<file path="src/logic/ex_pkg.sv">
package ex_pkg;

  ////////////////////////////////////////
  // Widths
  ////////////////////////////////////////

  // Data path word
  localparam int WORD_W    = 32;
  // Register file write address, 64 entries
  localparam int REGADDR_W = 6;
  // Operator code widths
  localparam int ALU_OP_W  = 4;
  localparam int MULT_OP_W = 2;
  // Low operand B bits used as shift amount
  localparam int SHAMT_W   = 5;

  // Operand and result word
  typedef logic [WORD_W-1:0]    word_t;
  // Full multiplier product
  typedef logic [2*WORD_W-1:0]  dword_t;
  // Register file write address
  typedef logic [REGADDR_W-1:0] regaddr_t;
  // Operator codes
  typedef logic [ALU_OP_W-1:0]  alu_op_t;
  typedef logic [MULT_OP_W-1:0] mult_op_t;

  ////////////////////////////////////////
  // ALU operator codes
  ////////////////////////////////////////

  // Arithmetic and logic
  localparam alu_op_t ALU_ADD  = 4'd0;
  localparam alu_op_t ALU_SUB  = 4'd1;
  localparam alu_op_t ALU_AND  = 4'd2;
  localparam alu_op_t ALU_OR   = 4'd3;
  localparam alu_op_t ALU_XOR  = 4'd4;
  // Shifts
  localparam alu_op_t ALU_SLL  = 4'd5;
  localparam alu_op_t ALU_SRL  = 4'd6;
  localparam alu_op_t ALU_SRA  = 4'd7;
  // Set less than
  localparam alu_op_t ALU_SLT  = 4'd8;
  localparam alu_op_t ALU_SLTU = 4'd9;
  // Branch comparisons
  localparam alu_op_t ALU_EQ   = 4'd10;
  localparam alu_op_t ALU_NE   = 4'd11;
  localparam alu_op_t ALU_LT   = 4'd12;
  localparam alu_op_t ALU_GE   = 4'd13;
  localparam alu_op_t ALU_LTU  = 4'd14;
  localparam alu_op_t ALU_GEU  = 4'd15;

  ////////////////////////////////////////
  // Multiplier operator codes
  ////////////////////////////////////////

  // Low word, single cycle
  localparam mult_op_t MUL_MUL    = 2'd0;
  // High word variants, two cycles
  localparam mult_op_t MUL_MULH   = 2'd1;
  localparam mult_op_t MUL_MULHSU = 2'd2;
  localparam mult_op_t MUL_MULHU  = 2'd3;

endpackage

</file>
<file path="src/logic/ex_alu.sv">
module ex_alu (
  input  ex_pkg::alu_op_t operator_i,
  input  ex_pkg::word_t   operand_a_i,
  input  ex_pkg::word_t   operand_b_i,
  output ex_pkg::word_t   result_o,
  output logic            comparison_result_o
);

  // Adder inputs, subtraction folds into the same adder
  logic                         sub_sel;
  ex_pkg::word_t                adder_b;
  ex_pkg::word_t                adder_result;

  // Shifter
  logic [ex_pkg::SHAMT_W-1:0]   shamt;
  ex_pkg::word_t                sll_result;
  ex_pkg::word_t                srl_result;
  ex_pkg::word_t                sra_result;

  // Comparison flags
  logic                         is_equal;
  logic                         less_signed;
  logic                         less_unsigned;
  logic                         cmp_result;

  ////////////////////////////////////////
  // Adder
  ////////////////////////////////////////

  assign sub_sel = (operator_i == ex_pkg::ALU_SUB);

  // Two's complement negate of B for subtraction
  assign adder_b      = sub_sel ? ~operand_b_i : operand_b_i;
  assign adder_result = operand_a_i + adder_b + ex_pkg::word_t'(sub_sel);

  ////////////////////////////////////////
  // Shifter
  ////////////////////////////////////////

  // Only the low bits of B count
  assign shamt = operand_b_i[ex_pkg::SHAMT_W-1:0];

  assign sll_result = operand_a_i << shamt;
  assign srl_result = operand_a_i >> shamt;
  // Arithmetic right shift keeps the sign bit
  assign sra_result = ex_pkg::word_t'($signed(operand_a_i) >>> shamt);

  ////////////////////////////////////////
  // Comparison
  ////////////////////////////////////////

  assign is_equal      = (operand_a_i == operand_b_i);
  assign less_signed   = ($signed(operand_a_i) < $signed(operand_b_i));
  assign less_unsigned = (operand_a_i < operand_b_i);

  // One comparison bit shared by branches and set-less-than
  always_comb begin
    cmp_result = 1'b0;
    case (operator_i)
      ex_pkg::ALU_EQ:   cmp_result = is_equal;
      ex_pkg::ALU_NE:   cmp_result = ~is_equal;
      ex_pkg::ALU_LT,
      ex_pkg::ALU_SLT:  cmp_result = less_signed;
      ex_pkg::ALU_GE:   cmp_result = ~less_signed;
      ex_pkg::ALU_LTU,
      ex_pkg::ALU_SLTU: cmp_result = less_unsigned;
      ex_pkg::ALU_GEU:  cmp_result = ~less_unsigned;
      default:          cmp_result = 1'b0;
    endcase
  end

  assign comparison_result_o = cmp_result;

  ////////////////////////////////////////
  // Result mux
  ////////////////////////////////////////

  always_comb begin
    result_o = '0;
    case (operator_i)
      // Add and subtract share the adder
      ex_pkg::ALU_ADD,
      ex_pkg::ALU_SUB: result_o = adder_result;

      // Bitwise logic
      ex_pkg::ALU_AND: result_o = operand_a_i & operand_b_i;
      ex_pkg::ALU_OR:  result_o = operand_a_i | operand_b_i;
      ex_pkg::ALU_XOR: result_o = operand_a_i ^ operand_b_i;

      // Shifts
      ex_pkg::ALU_SLL: result_o = sll_result;
      ex_pkg::ALU_SRL: result_o = srl_result;
      ex_pkg::ALU_SRA: result_o = sra_result;

      // Set-less-than and branch compares return the flag zero extended
      ex_pkg::ALU_SLT,
      ex_pkg::ALU_SLTU,
      ex_pkg::ALU_EQ,
      ex_pkg::ALU_NE,
      ex_pkg::ALU_LT,
      ex_pkg::ALU_GE,
      ex_pkg::ALU_LTU,
      ex_pkg::ALU_GEU: result_o = ex_pkg::word_t'(cmp_result);

      default:         result_o = '0;
    endcase
  end

endmodule

</file>
<file path="src/logic/ex_mult.sv">
module ex_mult (
  input  logic             clk,
  input  logic             rst_n,
  input  logic             enable_i,
  input  ex_pkg::mult_op_t operator_i,
  input  ex_pkg::word_t    op_a_i,
  input  ex_pkg::word_t    op_b_i,
  input  logic             ex_ready_i,
  output ex_pkg::word_t    result_o,
  output logic             ready_o,
  output logic             multicycle_o
);

  // High word takes an extra cycle
  typedef enum logic {
    IDLE,
    FINISH
  } mult_state_e;

  mult_state_e     state_q;
  mult_state_e     state_d;

  // Operand signedness
  logic            sign_a;
  logic            sign_b;
  ex_pkg::dword_t  op_a_ext;
  ex_pkg::dword_t  op_b_ext;
  ex_pkg::dword_t  product;

  logic            is_high;
  logic            capture;
  // Upper word held for the second cycle
  ex_pkg::word_t   high_q;

  ////////////////////////////////////////
  // Product
  ////////////////////////////////////////

  assign is_high = (operator_i != ex_pkg::MUL_MUL);

  // A is signed for MULH and MULHSU, B only for MULH
  assign sign_a = ((operator_i == ex_pkg::MUL_MULH) || (operator_i == ex_pkg::MUL_MULHSU))
                  & op_a_i[ex_pkg::WORD_W-1];
  assign sign_b = (operator_i == ex_pkg::MUL_MULH) & op_b_i[ex_pkg::WORD_W-1];

  assign op_a_ext = {{ex_pkg::WORD_W{sign_a}}, op_a_i};
  assign op_b_ext = {{ex_pkg::WORD_W{sign_b}}, op_b_i};

  // Low 64 bits of the extended product are exact for all signedness modes
  assign product = op_a_ext * op_b_ext;

  ////////////////////////////////////////
  // Control FSM
  ////////////////////////////////////////

  always_comb begin
    state_d      = state_q;
    capture      = 1'b0;
    ready_o      = 1'b1;
    multicycle_o = 1'b0;
    result_o     = is_high ? product[2*ex_pkg::WORD_W-1:ex_pkg::WORD_W]
                           : product[ex_pkg::WORD_W-1:0];

    case (state_q)
      IDLE: begin
        // First cycle of a high-word op, stall and capture
        if (enable_i && is_high) begin
          ready_o = 1'b0;
          capture = 1'b1;
          state_d = FINISH;
        end
      end

      FINISH: begin
        // Result comes from the register until EX moves on
        multicycle_o = 1'b1;
        result_o     = high_q;
        if (ex_ready_i) begin
          state_d = IDLE;
        end
      end

      default: state_d = IDLE;
    endcase
  end

  always_ff @(posedge clk or negedge rst_n) begin
    if (!rst_n) begin
      state_q <= IDLE;
    end else begin
      state_q <= state_d;
    end
  end

  // Payload register, loaded only on capture
  always_ff @(posedge clk) begin
    if (capture) begin
      high_q <= product[2*ex_pkg::WORD_W-1:ex_pkg::WORD_W];
    end
  end

endmodule

</file>
<file path="src/logic/ex_writeback.sv">
module ex_writeback (
  input  logic             clk,
  input  logic             rst_n,
  input  logic             alu_en_i,
  input  logic             mult_en_i,
  input  logic             csr_access_i,
  input  logic             lsu_en_i,
  input  ex_pkg::word_t    alu_result_i,
  input  ex_pkg::word_t    mult_result_i,
  input  ex_pkg::word_t    csr_rdata_i,
  input  logic             mult_ready_i,
  input  logic             regfile_alu_we_i,
  input  ex_pkg::regaddr_t regfile_alu_waddr_i,
  input  logic             regfile_we_i,
  input  ex_pkg::regaddr_t regfile_waddr_i,
  input  ex_pkg::word_t    lsu_rdata_i,
  input  logic             lsu_ready_ex_i,
  input  logic             lsu_err_i,
  input  logic             wb_ready_i,
  input  logic             branch_in_ex_i,
  output logic             regfile_alu_we_fw_o,
  output ex_pkg::regaddr_t regfile_alu_waddr_fw_o,
  output ex_pkg::word_t    regfile_alu_wdata_fw_o,
  output logic             regfile_we_wb_o,
  output ex_pkg::regaddr_t regfile_waddr_wb_o,
  output ex_pkg::word_t    regfile_wdata_wb_o,
  output logic             ex_ready_o,
  output logic             ex_valid_o
);

  // Stage status
  logic             units_ready;
  logic             any_en;
  logic             stage_valid;

  // Load write enable after error masking
  logic             load_we;

  // EX/WB register
  logic             we_q;
  ex_pkg::regaddr_t waddr_q;

  ////////////////////////////////////////
  // Forwarding port
  ////////////////////////////////////////

  assign regfile_alu_we_fw_o    = regfile_alu_we_i;
  assign regfile_alu_waddr_fw_o = regfile_alu_waddr_i;

  // CSR beats multiplier beats ALU
  always_comb begin
    if (csr_access_i) begin
      regfile_alu_wdata_fw_o = csr_rdata_i;
    end else if (mult_en_i) begin
      regfile_alu_wdata_fw_o = mult_result_i;
    end else if (alu_en_i) begin
      regfile_alu_wdata_fw_o = alu_result_i;
    end else begin
      regfile_alu_wdata_fw_o = '0;
    end
  end

  ////////////////////////////////////////
  // Ready and valid
  ////////////////////////////////////////

  assign units_ready = mult_ready_i & lsu_ready_ex_i & wb_ready_i;
  assign any_en      = alu_en_i | mult_en_i | csr_access_i | lsu_en_i;

  // A branch can leave EX without going to WB
  assign ex_ready_o  = units_ready | branch_in_ex_i;
  assign stage_valid = any_en & units_ready;
  assign ex_valid_o  = stage_valid;

  ////////////////////////////////////////
  // EX/WB register for loads
  ////////////////////////////////////////

  // A bus error cancels the load write
  assign load_we = regfile_we_i & ~lsu_err_i;

  always_ff @(posedge clk or negedge rst_n) begin
    if (!rst_n) begin
      we_q    <= 1'b0;
      waddr_q <= '0;
    end else if (stage_valid) begin
      we_q <= load_we;
      if (load_we) begin
        waddr_q <= regfile_waddr_i;
      end
    end else if (wb_ready_i) begin
      // Nothing new from EX, drop the old entry
      we_q <= 1'b0;
    end
  end

  assign regfile_we_wb_o    = we_q;
  assign regfile_waddr_wb_o = waddr_q;
  // Load data arrives straight from the LSU
  assign regfile_wdata_wb_o = lsu_rdata_i;

endmodule

</file>
<file path="src/logic/ex_stage.sv">
module ex_stage (
  input  logic             clk,
  input  logic             rst_n,

  // ALU operation
  input  ex_pkg::alu_op_t  alu_operator_i,
  input  ex_pkg::word_t    alu_operand_a_i,
  input  ex_pkg::word_t    alu_operand_b_i,
  input  logic             alu_en_i,

  // Multiplier operation
  input  ex_pkg::mult_op_t mult_operator_i,
  input  ex_pkg::word_t    mult_operand_a_i,
  input  ex_pkg::word_t    mult_operand_b_i,
  input  logic             mult_en_i,
  output logic             mult_multicycle_o,

  // CSR read value
  input  logic             csr_access_i,
  input  ex_pkg::word_t    csr_rdata_i,

  // LSU side
  input  logic             lsu_en_i,
  input  ex_pkg::word_t    lsu_rdata_i,
  input  logic             lsu_ready_ex_i,
  input  logic             lsu_err_i,

  // Decode side controls
  input  logic             branch_in_ex_i,
  input  ex_pkg::regaddr_t regfile_alu_waddr_i,
  input  logic             regfile_alu_we_i,
  input  logic             regfile_we_i,
  input  ex_pkg::regaddr_t regfile_waddr_i,
  input  logic             wb_ready_i,

  // Forwarding port to the register file and ID
  output logic             regfile_alu_we_fw_o,
  output ex_pkg::regaddr_t regfile_alu_waddr_fw_o,
  output ex_pkg::word_t    regfile_alu_wdata_fw_o,

  // Load write-back port
  output logic             regfile_we_wb_o,
  output ex_pkg::regaddr_t regfile_waddr_wb_o,
  output ex_pkg::word_t    regfile_wdata_wb_o,

  // Branch outcome to IF
  output logic             branch_decision_o,

  // Stage handshake levels
  output logic             ex_ready_o,
  output logic             ex_valid_o
);

  ex_pkg::word_t alu_result;
  logic          alu_cmp_result;
  ex_pkg::word_t mult_result;
  logic          mult_ready;

  assign branch_decision_o = alu_cmp_result;

  ////////////////////////////////////////
  // Units
  ////////////////////////////////////////

  ex_alu alu_i (
    .operator_i          (alu_operator_i),
    .operand_a_i         (alu_operand_a_i),
    .operand_b_i         (alu_operand_b_i),
    .result_o            (alu_result),
    .comparison_result_o (alu_cmp_result)
  );

  // Stage ready tells the multiplier its held word was taken
  ex_mult mult_i (
    .clk          (clk),
    .rst_n        (rst_n),
    .enable_i     (mult_en_i),
    .operator_i   (mult_operator_i),
    .op_a_i       (mult_operand_a_i),
    .op_b_i       (mult_operand_b_i),
    .ex_ready_i   (ex_ready_o),
    .result_o     (mult_result),
    .ready_o      (mult_ready),
    .multicycle_o (mult_multicycle_o)
  );

  ////////////////////////////////////////
  // Result select and EX/WB
  ////////////////////////////////////////

  ex_writeback wb_i (
    .clk                    (clk),
    .rst_n                  (rst_n),
    .alu_en_i               (alu_en_i),
    .mult_en_i              (mult_en_i),
    .csr_access_i           (csr_access_i),
    .lsu_en_i               (lsu_en_i),
    .alu_result_i           (alu_result),
    .mult_result_i          (mult_result),
    .csr_rdata_i            (csr_rdata_i),
    .mult_ready_i           (mult_ready),
    .regfile_alu_we_i       (regfile_alu_we_i),
    .regfile_alu_waddr_i    (regfile_alu_waddr_i),
    .regfile_we_i           (regfile_we_i),
    .regfile_waddr_i        (regfile_waddr_i),
    .lsu_rdata_i            (lsu_rdata_i),
    .lsu_ready_ex_i         (lsu_ready_ex_i),
    .lsu_err_i              (lsu_err_i),
    .wb_ready_i             (wb_ready_i),
    .branch_in_ex_i         (branch_in_ex_i),
    .regfile_alu_we_fw_o    (regfile_alu_we_fw_o),
    .regfile_alu_waddr_fw_o (regfile_alu_waddr_fw_o),
    .regfile_alu_wdata_fw_o (regfile_alu_wdata_fw_o),
    .regfile_we_wb_o        (regfile_we_wb_o),
    .regfile_waddr_wb_o     (regfile_waddr_wb_o),
    .regfile_wdata_wb_o     (regfile_wdata_wb_o),
    .ex_ready_o             (ex_ready_o),
    .ex_valid_o             (ex_valid_o)
  );

endmodule

</file>
<file path="config.mk">
export PLATFORM = sky130hd
export DESIGN_NAME = ex_stage
export DESIGN_NICKNAME = d
export VERILOG_FILES = /design/src/logic/ex_pkg.sv /design/src/logic/ex_alu.sv /design/src/logic/ex_mult.sv /design/src/logic/ex_writeback.sv /design/src/logic/ex_stage.sv
export SDC_FILE = /design/constraint.sdc
export NUM_CORES = 2
export LEC_CHECK = 0
export BUFFER_PORTS_ARGS = -buffer_cell sky130_fd_sc_hd__buf_2
export CORE_MARGIN = 2
export CORE_UTILIZATION = 46
export DETAILED_ROUTE_END_ITERATION = 10
export GPL_TIMING_DRIVEN = 0
export PLACE_DENSITY = 0.66
export SETUP_SLACK_MARGIN = 0.02
export SLEW_MARGIN = 20
export SYNTH_ARGS = -nofsm -noshare
export SYNTH_HDL_FRONTEND = slang
export SYNTH_HIERARCHICAL = 1
export SYNTH_SLANG_ARGS = --single-unit
</file>
<file path="constraint.sdc">
create_clock -name clk -period 13.95 [get_ports clk]
set_clock_uncertainty 0.1 [all_clocks]
set_input_delay 2.0925 -clock clk [delete_from_list [all_inputs] [get_ports clk]]
set_output_delay 2.0925 -clock clk [all_outputs]
set_load 0.005 [all_outputs]
</file>
; ---- Yosys cells after proc, flatten, opt, wreduce, memory -nomap -nowiden
; Cells that the tools add are included.
; Widths: inputs -> output; s select.
[word_totals]
regBits = 40
inputBits = 222
out_inout_bits = 82
wordCells = 76
[op_classes]
addsub = 2
multipliers = 1
magnitude_cmp = 2
eq_ne = 18
shift = 3
mux = 17
bitwise_logic = 19
n_reduce_logical = 10
[op_table]
columns = cell, n
row1 = $pmux 32 s8, 1
row2 = $mux 32, 6
row3 = $lt 32x32->1, 2
row4 = $mul 33x33->64, 1
row5 = $add 32x1->32, 1
row6 = $add 32x32->32, 1
row7 = $and 32x32->32, 1
row8 = $eq 32x32->1, 1
row9 = $eq 4x4->1 const B, 8
row10 = $not 32->32, 1
row11 = $or 32x32->32, 1
row12 = $shl 32x5->32, 1
row13 = $shr 32x5->32, 1
row14 = $sshr 32x5->32, 1
row15 = $xor 32x32->32, 1
row16 = $eq 4x3->1 const B, 4
row17 = $eq 4x2->1 const B, 2
row18 = $mux 1, 8
row19 = $reduce_or 8->1, 1
row20 = $and 1x1->1, 6
row21 = $pmux 1 s6, 1
row22 = $reduce_or 2->1, 3
row23 = $not 1->1, 5
row24 = $eq 4x1->1 const B, 1
row25 = 9 further kinds, 13

; ---- Longest topological paths before layout
[depth]
depth_word = 9
ltp_mapped = 34
depth_no_buf = 31

; ---- By module
; Netlist, hierarchy kept.
[modules_own_cells]
columns = mod, n_inst, cells_per_inst, area_each_um2, seq_area_each_um2
row1 = ex_mult, 1, 4467, 39959.6, 985.9
row2 = ex_alu, 1, 1142, 8303.0, 0.0
row3 = ex_writeback, 1, 172, 1208.7, 175.2

; ---- Least setup slack after synthesis
; OpenSTA, ideal clock, no wires.
[synth_timing]
kind = input to output
from = input port mult_operator_i[1]
to = output port regfile_alu_wdata_fw_o[28]
arrival_ps = 10191
required_ps = 11758
path_slack_ps = 1566
cell_stages = 29
n_path_buf = 2
cell_sequence = inv_1 > ha_1 > and2_1 > clkbuf_1 > buf_1 > nand2_1 > inv_1 > fa_1 > inv_1 > fa_1 > inv_1 > fa_1 > fa_1 > inv_1 > fa_1 > fa_1 > fa_1 > fa_1 > inv_1 > ha_1 > a21o_1 > a2111oi_0 > o21ai_0 > and2_0 > o31a_1 > a2111o_1 > a22o_1 > a22oi_1 > o21ai_0
[synth_via]
elab_chain_len = 8
elab_cells_between_ends = 11
classes_between = mul (1) / eq/ne (2) / mux (4) / bitwise (2) / reduce/logical (2)
[synth_rtl]
columns = element, line
row1 = start: declaration, ex_stage.sv:12  ; input ex_pkg::mult_op_t mult_operator_i,
row2 = $eq 2x1->1 / $eq 2x2->1 (equally long branches), "ex_mult.sv:42, ex_mult.sv:44"
row3 = $logic_or 1x1->1, ex_mult.sv:42  ; assign sign_a = ((operator_i == ex_pkg::MUL_MULH) || (operator_i == ex_pkg::MUL_MULHSU))
row4 = $and 1x1->1, ex_mult.sv:43  ; & op_a_i[ex_pkg::WORD_W-1];
row5 = $mul 33x33->64, ex_mult.sv:50  ; assign product = op_a_ext * op_b_ext;
row6 = $mux 32 *, ex_mult.sv:61  ; result_o = is_high ? product[2*ex_pkg::WORD_W-1:ex_pkg::WORD_W]
row7 = $mux 32 *, ex_mult.sv:64  ; case (state_q)
row8 = via mult_result[28], ex_stage.sv:56  ; ex_pkg::word_t mult_result;
row9 = $mux 32 *, ex_writeback.sv:54  ; end else if (mult_en_i) begin
row10 = $mux 32 *, ex_writeback.sv:52  ; if (csr_access_i) begin
row11 = end: declaration, ex_stage.sv:39  ; output ex_pkg::word_t regfile_alu_wdata_fw_o,
; Mark *: on every way through the listed nets, which the timed path passes. The rest lies on a longest branch.

; ---- Worst setup path in the final report
[layout_timing]
from = input port mult_operand_b_i[10]
to = output port regfile_alu_wdata_fw_o[18]
[layout_via]
elab_chain_len = 5
[layout_rtl]
columns = element, line
row1 = start: declaration, ex_stage.sv:14  ; input ex_pkg::word_t mult_operand_b_i,
row2 = $mul 33x33->64, ex_mult.sv:50
row3 = $mux 32, ex_mult.sv:61
row4 = $mux 32, ex_mult.sv:64
row5 = via mult_result[18], ex_stage.sv:56
row6 = $mux 32, ex_writeback.sv:54
row7 = $mux 32, ex_writeback.sv:52
; The timed path passes the listed nets, and every way through them passes these cells.

==> summary.txt <==
GRT
  • Initial antenna violation count: 11
  • Vias in the first global route: approximately 44000
  • GR Util All Layers: 0.355
  • First-pass GRT wire length: between 200000 and 300000 um
  • Largest net degree at the start of global routing: 33
  • GRT overflow: 0

Detailed routing
  • DRC errors left: 0
  • WL/cell: about 26 um
  • Met1 WL: about 76000 um
  • Via count: roughly 43000
  • Met3 Routed Length: roughly 22000 um
  • DRT Pass-1 Iters: 6
  • Initial drt markers: 4218
  • Top Layer Used: met5
  • DRT antenna net count: 0
  • Via/cell ratio: roughly 5.7
  • Met2 wire len: about 84000 um
  • Drt total wl: approximately 190000 um

Die
  • Chip height: between 300 and 400 um
  • IO Pins: about 300
  • Cell row count: 120
  • Core footprint: ~0.11 mm^2
  • Chip width: 332 um
  • Die area: 0.110 mm^2
  • Initial core utilization: 0.463

Outcome
  • Status: completed

Timing
  • Tcrit/Tclk final: 0.986
  • Final setup fails: 0
  • Worst slew pin tran: 1160 ps
  • Unrepaired setup endpoints after global routing: true
  • Max frequency: roughly 0.073 GHz
  • Worst rel slew slack: 0.227
  • Hold Violations, Final: 0
  • Final min period: approximately 14000 ps
  • Slew Limit Fails: 0

Clock tree
  • CTS buffer count: 5
  • CTS tree: built
  • Clk Latency, worst-skew pair: 280 ps
  • Clock Path Buffers: 2
  • H-tree depth: 2
  • Clk sinks: 40
  • Root Buffer: clkbuf_16
  • Cts hold-fix bufs: 0
  • Clock transition at the registers of the reported paths: about 60 ps

Synth
  • Asr flop ratio synth: 0.200
  • Synthesized net count: roughly 7500
  • Mapped Area: just under 0.05 mm^2
  • Syn avg cell area: 8.56 um^2
  • Yosys warning count: 6
  • Synth unique cells: just under 100
  • Seq/Total Area, Yosys: 0.0235
  • Synthesized instance count: 5781
  • Number of synthesized flops with an enable pin: 32
  • Flops & latches, synth: 40
  • Top FF cell, synth: edfxtp_1

Worst setup path
  • Setup crit start kind: input pin
  • CP required: ~12000 ps
  • WS Path Type: in2out
  • Critical path peak fanout: 10
  • Most used cell, CP: fa_1
  • Arrival time at the worst endpoint: about 12000 ps
  • Setup crit end kind: primary output
  • Slowest CP cell: clkbuf_1
  • Critical Path Max Stage Delay: 610 ps

Placement
  • Port bufs: 257
  • Gpl congestion: about 1.0
  • Placed cell areas: 0.0525 mm^2
  • DPL Wire Length: 171000 um

Cells and area
  • Share of layout cells above drive strength 1: 0.0773
  • Design area: between 0.05 and 0.06 mm^2
  • Layout area overhead: 6.77%
  • Nets: about 7700

Flow run
  • MaxCap Viol Count: 0

Min path
  • Min-delay worst type: reg2reg
[final timing paths]
check | startpoint | endpoint | slack (ps) | cells after the start
setup / recovery | mult_operand_b_i[10] | regfile_alu_wdata_fw_o[18] | 200 | 29
hold / removal | wb_i/regfile_we_wb_o | wb_i/regfile_we_wb_o | 390 | 1
setup reg to reg | mult_i/state_q | mult_i/high_q[4] | 11600 | 3
hold reg to reg | wb_i/regfile_we_wb_o | wb_i/regfile_we_wb_o | 390 | 1
max in group asynchronous | rst_n | mult_i/state_q | 12040 | 1
min in group asynchronous | rst_n | wb_i/regfile_waddr_wb_o[5] | 1540 | 1
[layout make-up]
type / instances / area, um^2
fill: 10400 / 54100
multi-input combinational: 4096 / 41900
inverter: 1273 / 4790
tap: 1403 / 1760
buffer: 369 / 1630
timing repair buffer: 270 / 1390
sequential: 40 / 1160
clock buffer: 5 / 125
clock inverter: 3 / 13.8
antenna: 3 / 7.51
[layout by cell type (no fill, tap or decap), drive strengths merged, types with 47 or more instances in the layout]
cell	count
a21o	57
a21oi	181
and2	275
buf	346
clkbuf	298
fa	1126
ha	341
inv	1267
mux2i	53
nand2	980
nand3	47
nor2	207
o21ai	170
xnor2	97
[flip-flops by register name (all words and copies together) (netlist names)]
signal,cells
mult_i/state_q,1
mult_i/high_q,32
wb_i/regfile_waddr_wb_o,6
wb_i/regfile_we_wb_o,1
[worst max-delay path, delay by kind of cell]
kind | cells | cell delay, ps
AO/OA/AOI/OAI | 6 | 1860
adder cells (fa/ha/maj) | 9 | 4610
buffers and inverters | 8 | 1370
multiplexers | 1 | 350
AND/OR/NAND/NOR | 5 | 1240
[synthesized netlist by cell type (9+ instances only)]
| master | instances | share of area |
|---|---|---|
| edfxtp_1 | 32 | 0.019 |
| nor3b_1 | 10 | 0.0015 |
| buf_1 | 11 | 0.00083 |
| mux2i_1 | 53 | 0.011 |
| a221oi_1 | 22 | 0.0039 |
| a22o_1 | 10 | 0.0018 |
| clkbuf_1 | 296 | 0.022 |
| o21bai_1 | 19 | 0.0029 |
| nand2b_1 | 15 | 0.0019 |
| nor3_1 | 38 | 0.0038 |
| ha_1 | 341 | 0.086 |
| o211ai_1 | 28 | 0.0042 |
| buf_2 | 17 | 0.0017 |
| buf_4 | 42 | 0.0064 |
| o21a_1 | 9 | 0.0014 |
| nand2_1 | 980 | 0.074 |
| or2_2 | 14 | 0.0018 |
| nand3_1 | 47 | 0.0048 |
| a31oi_1 | 16 | 0.0020 |
| or3_1 | 9 | 0.0011 |
| a21o_1 | 57 | 0.0086 |
| xnor2_1 | 97 | 0.017 |
| and3_1 | 23 | 0.0029 |
| mux4_1 | 9 | 0.0048 |
| a211oi_1 | 24 | 0.0036 |
| o22ai_1 | 9 | 0.0011 |
| nand4_1 | 24 | 0.0030 |
| xor2_1 | 36 | 0.0064 |
| and2_1 | 274 | 0.035 |
| nor2_1 | 207 | 0.016 |
| a22oi_1 | 39 | 0.0059 |
| inv_1 | 1269 | 0.096 |
| o21ai_0 | 164 | 0.017 |
| fa_1 | 1126 | 0.46 |
| mux2_2 | 23 | 0.0052 |
| a21oi_1 | 179 | 0.018 |
| mux4_2 | 36 | 0.016 |
| nor2b_1 | 11 | 0.0014 |
[what timing repair did]
action                     in CTS  in global routing
pin swaps                       0                  1
gates resized for setup         6                 37
hold endpoints to repair        0                  0
setup buffers                   3                  9
setup endpoints to repair      20                 20
[through the flow]
step | setup TNS (ps) | cells | hold WS (ps) | worst slack, ps | utilization
after CTS | 0 | 7451 | 390 | 38.7 | 0.493
after detailed placement | -8290 | 7441 | 371 | -679 | 0.491
after global placement | -8310 | 7441 | 360 | -670 | 0.491
after floorplan | 0 | 5781 | 377 | 1570 | -
final | 0 | 7462 | 394 | 200 | 0.494
after global routing | -46.4 | 7460 | 419 | -29.8 | 0.494
[cells by family after synthesis]
logic type / count (synthesis) / synth area share
AO/OA/AOI/OAI: 686 / 0.0908
buffers and inverters: 1645 / 0.129
AND/OR/NAND/NOR: 1688 / 0.154
multiplexers: 122 / 0.0374
flip-flops: 40 / 0.0235
adder cells (fa/ha/maj): 1467 / 0.542
XOR/XNOR: 133 / 0.0235
[layer usage]
layer,GRT usage,vias to the layer above
li1,-,18100
met1,0.478,21800
met2,0.535,2421
met3,0.0941,418
met4,0.166,10
met5,0,-
Power is left out: the tool's default activity adds up to more than one toggle a clock period on the data nets, which glitch-free logic cannot reach.
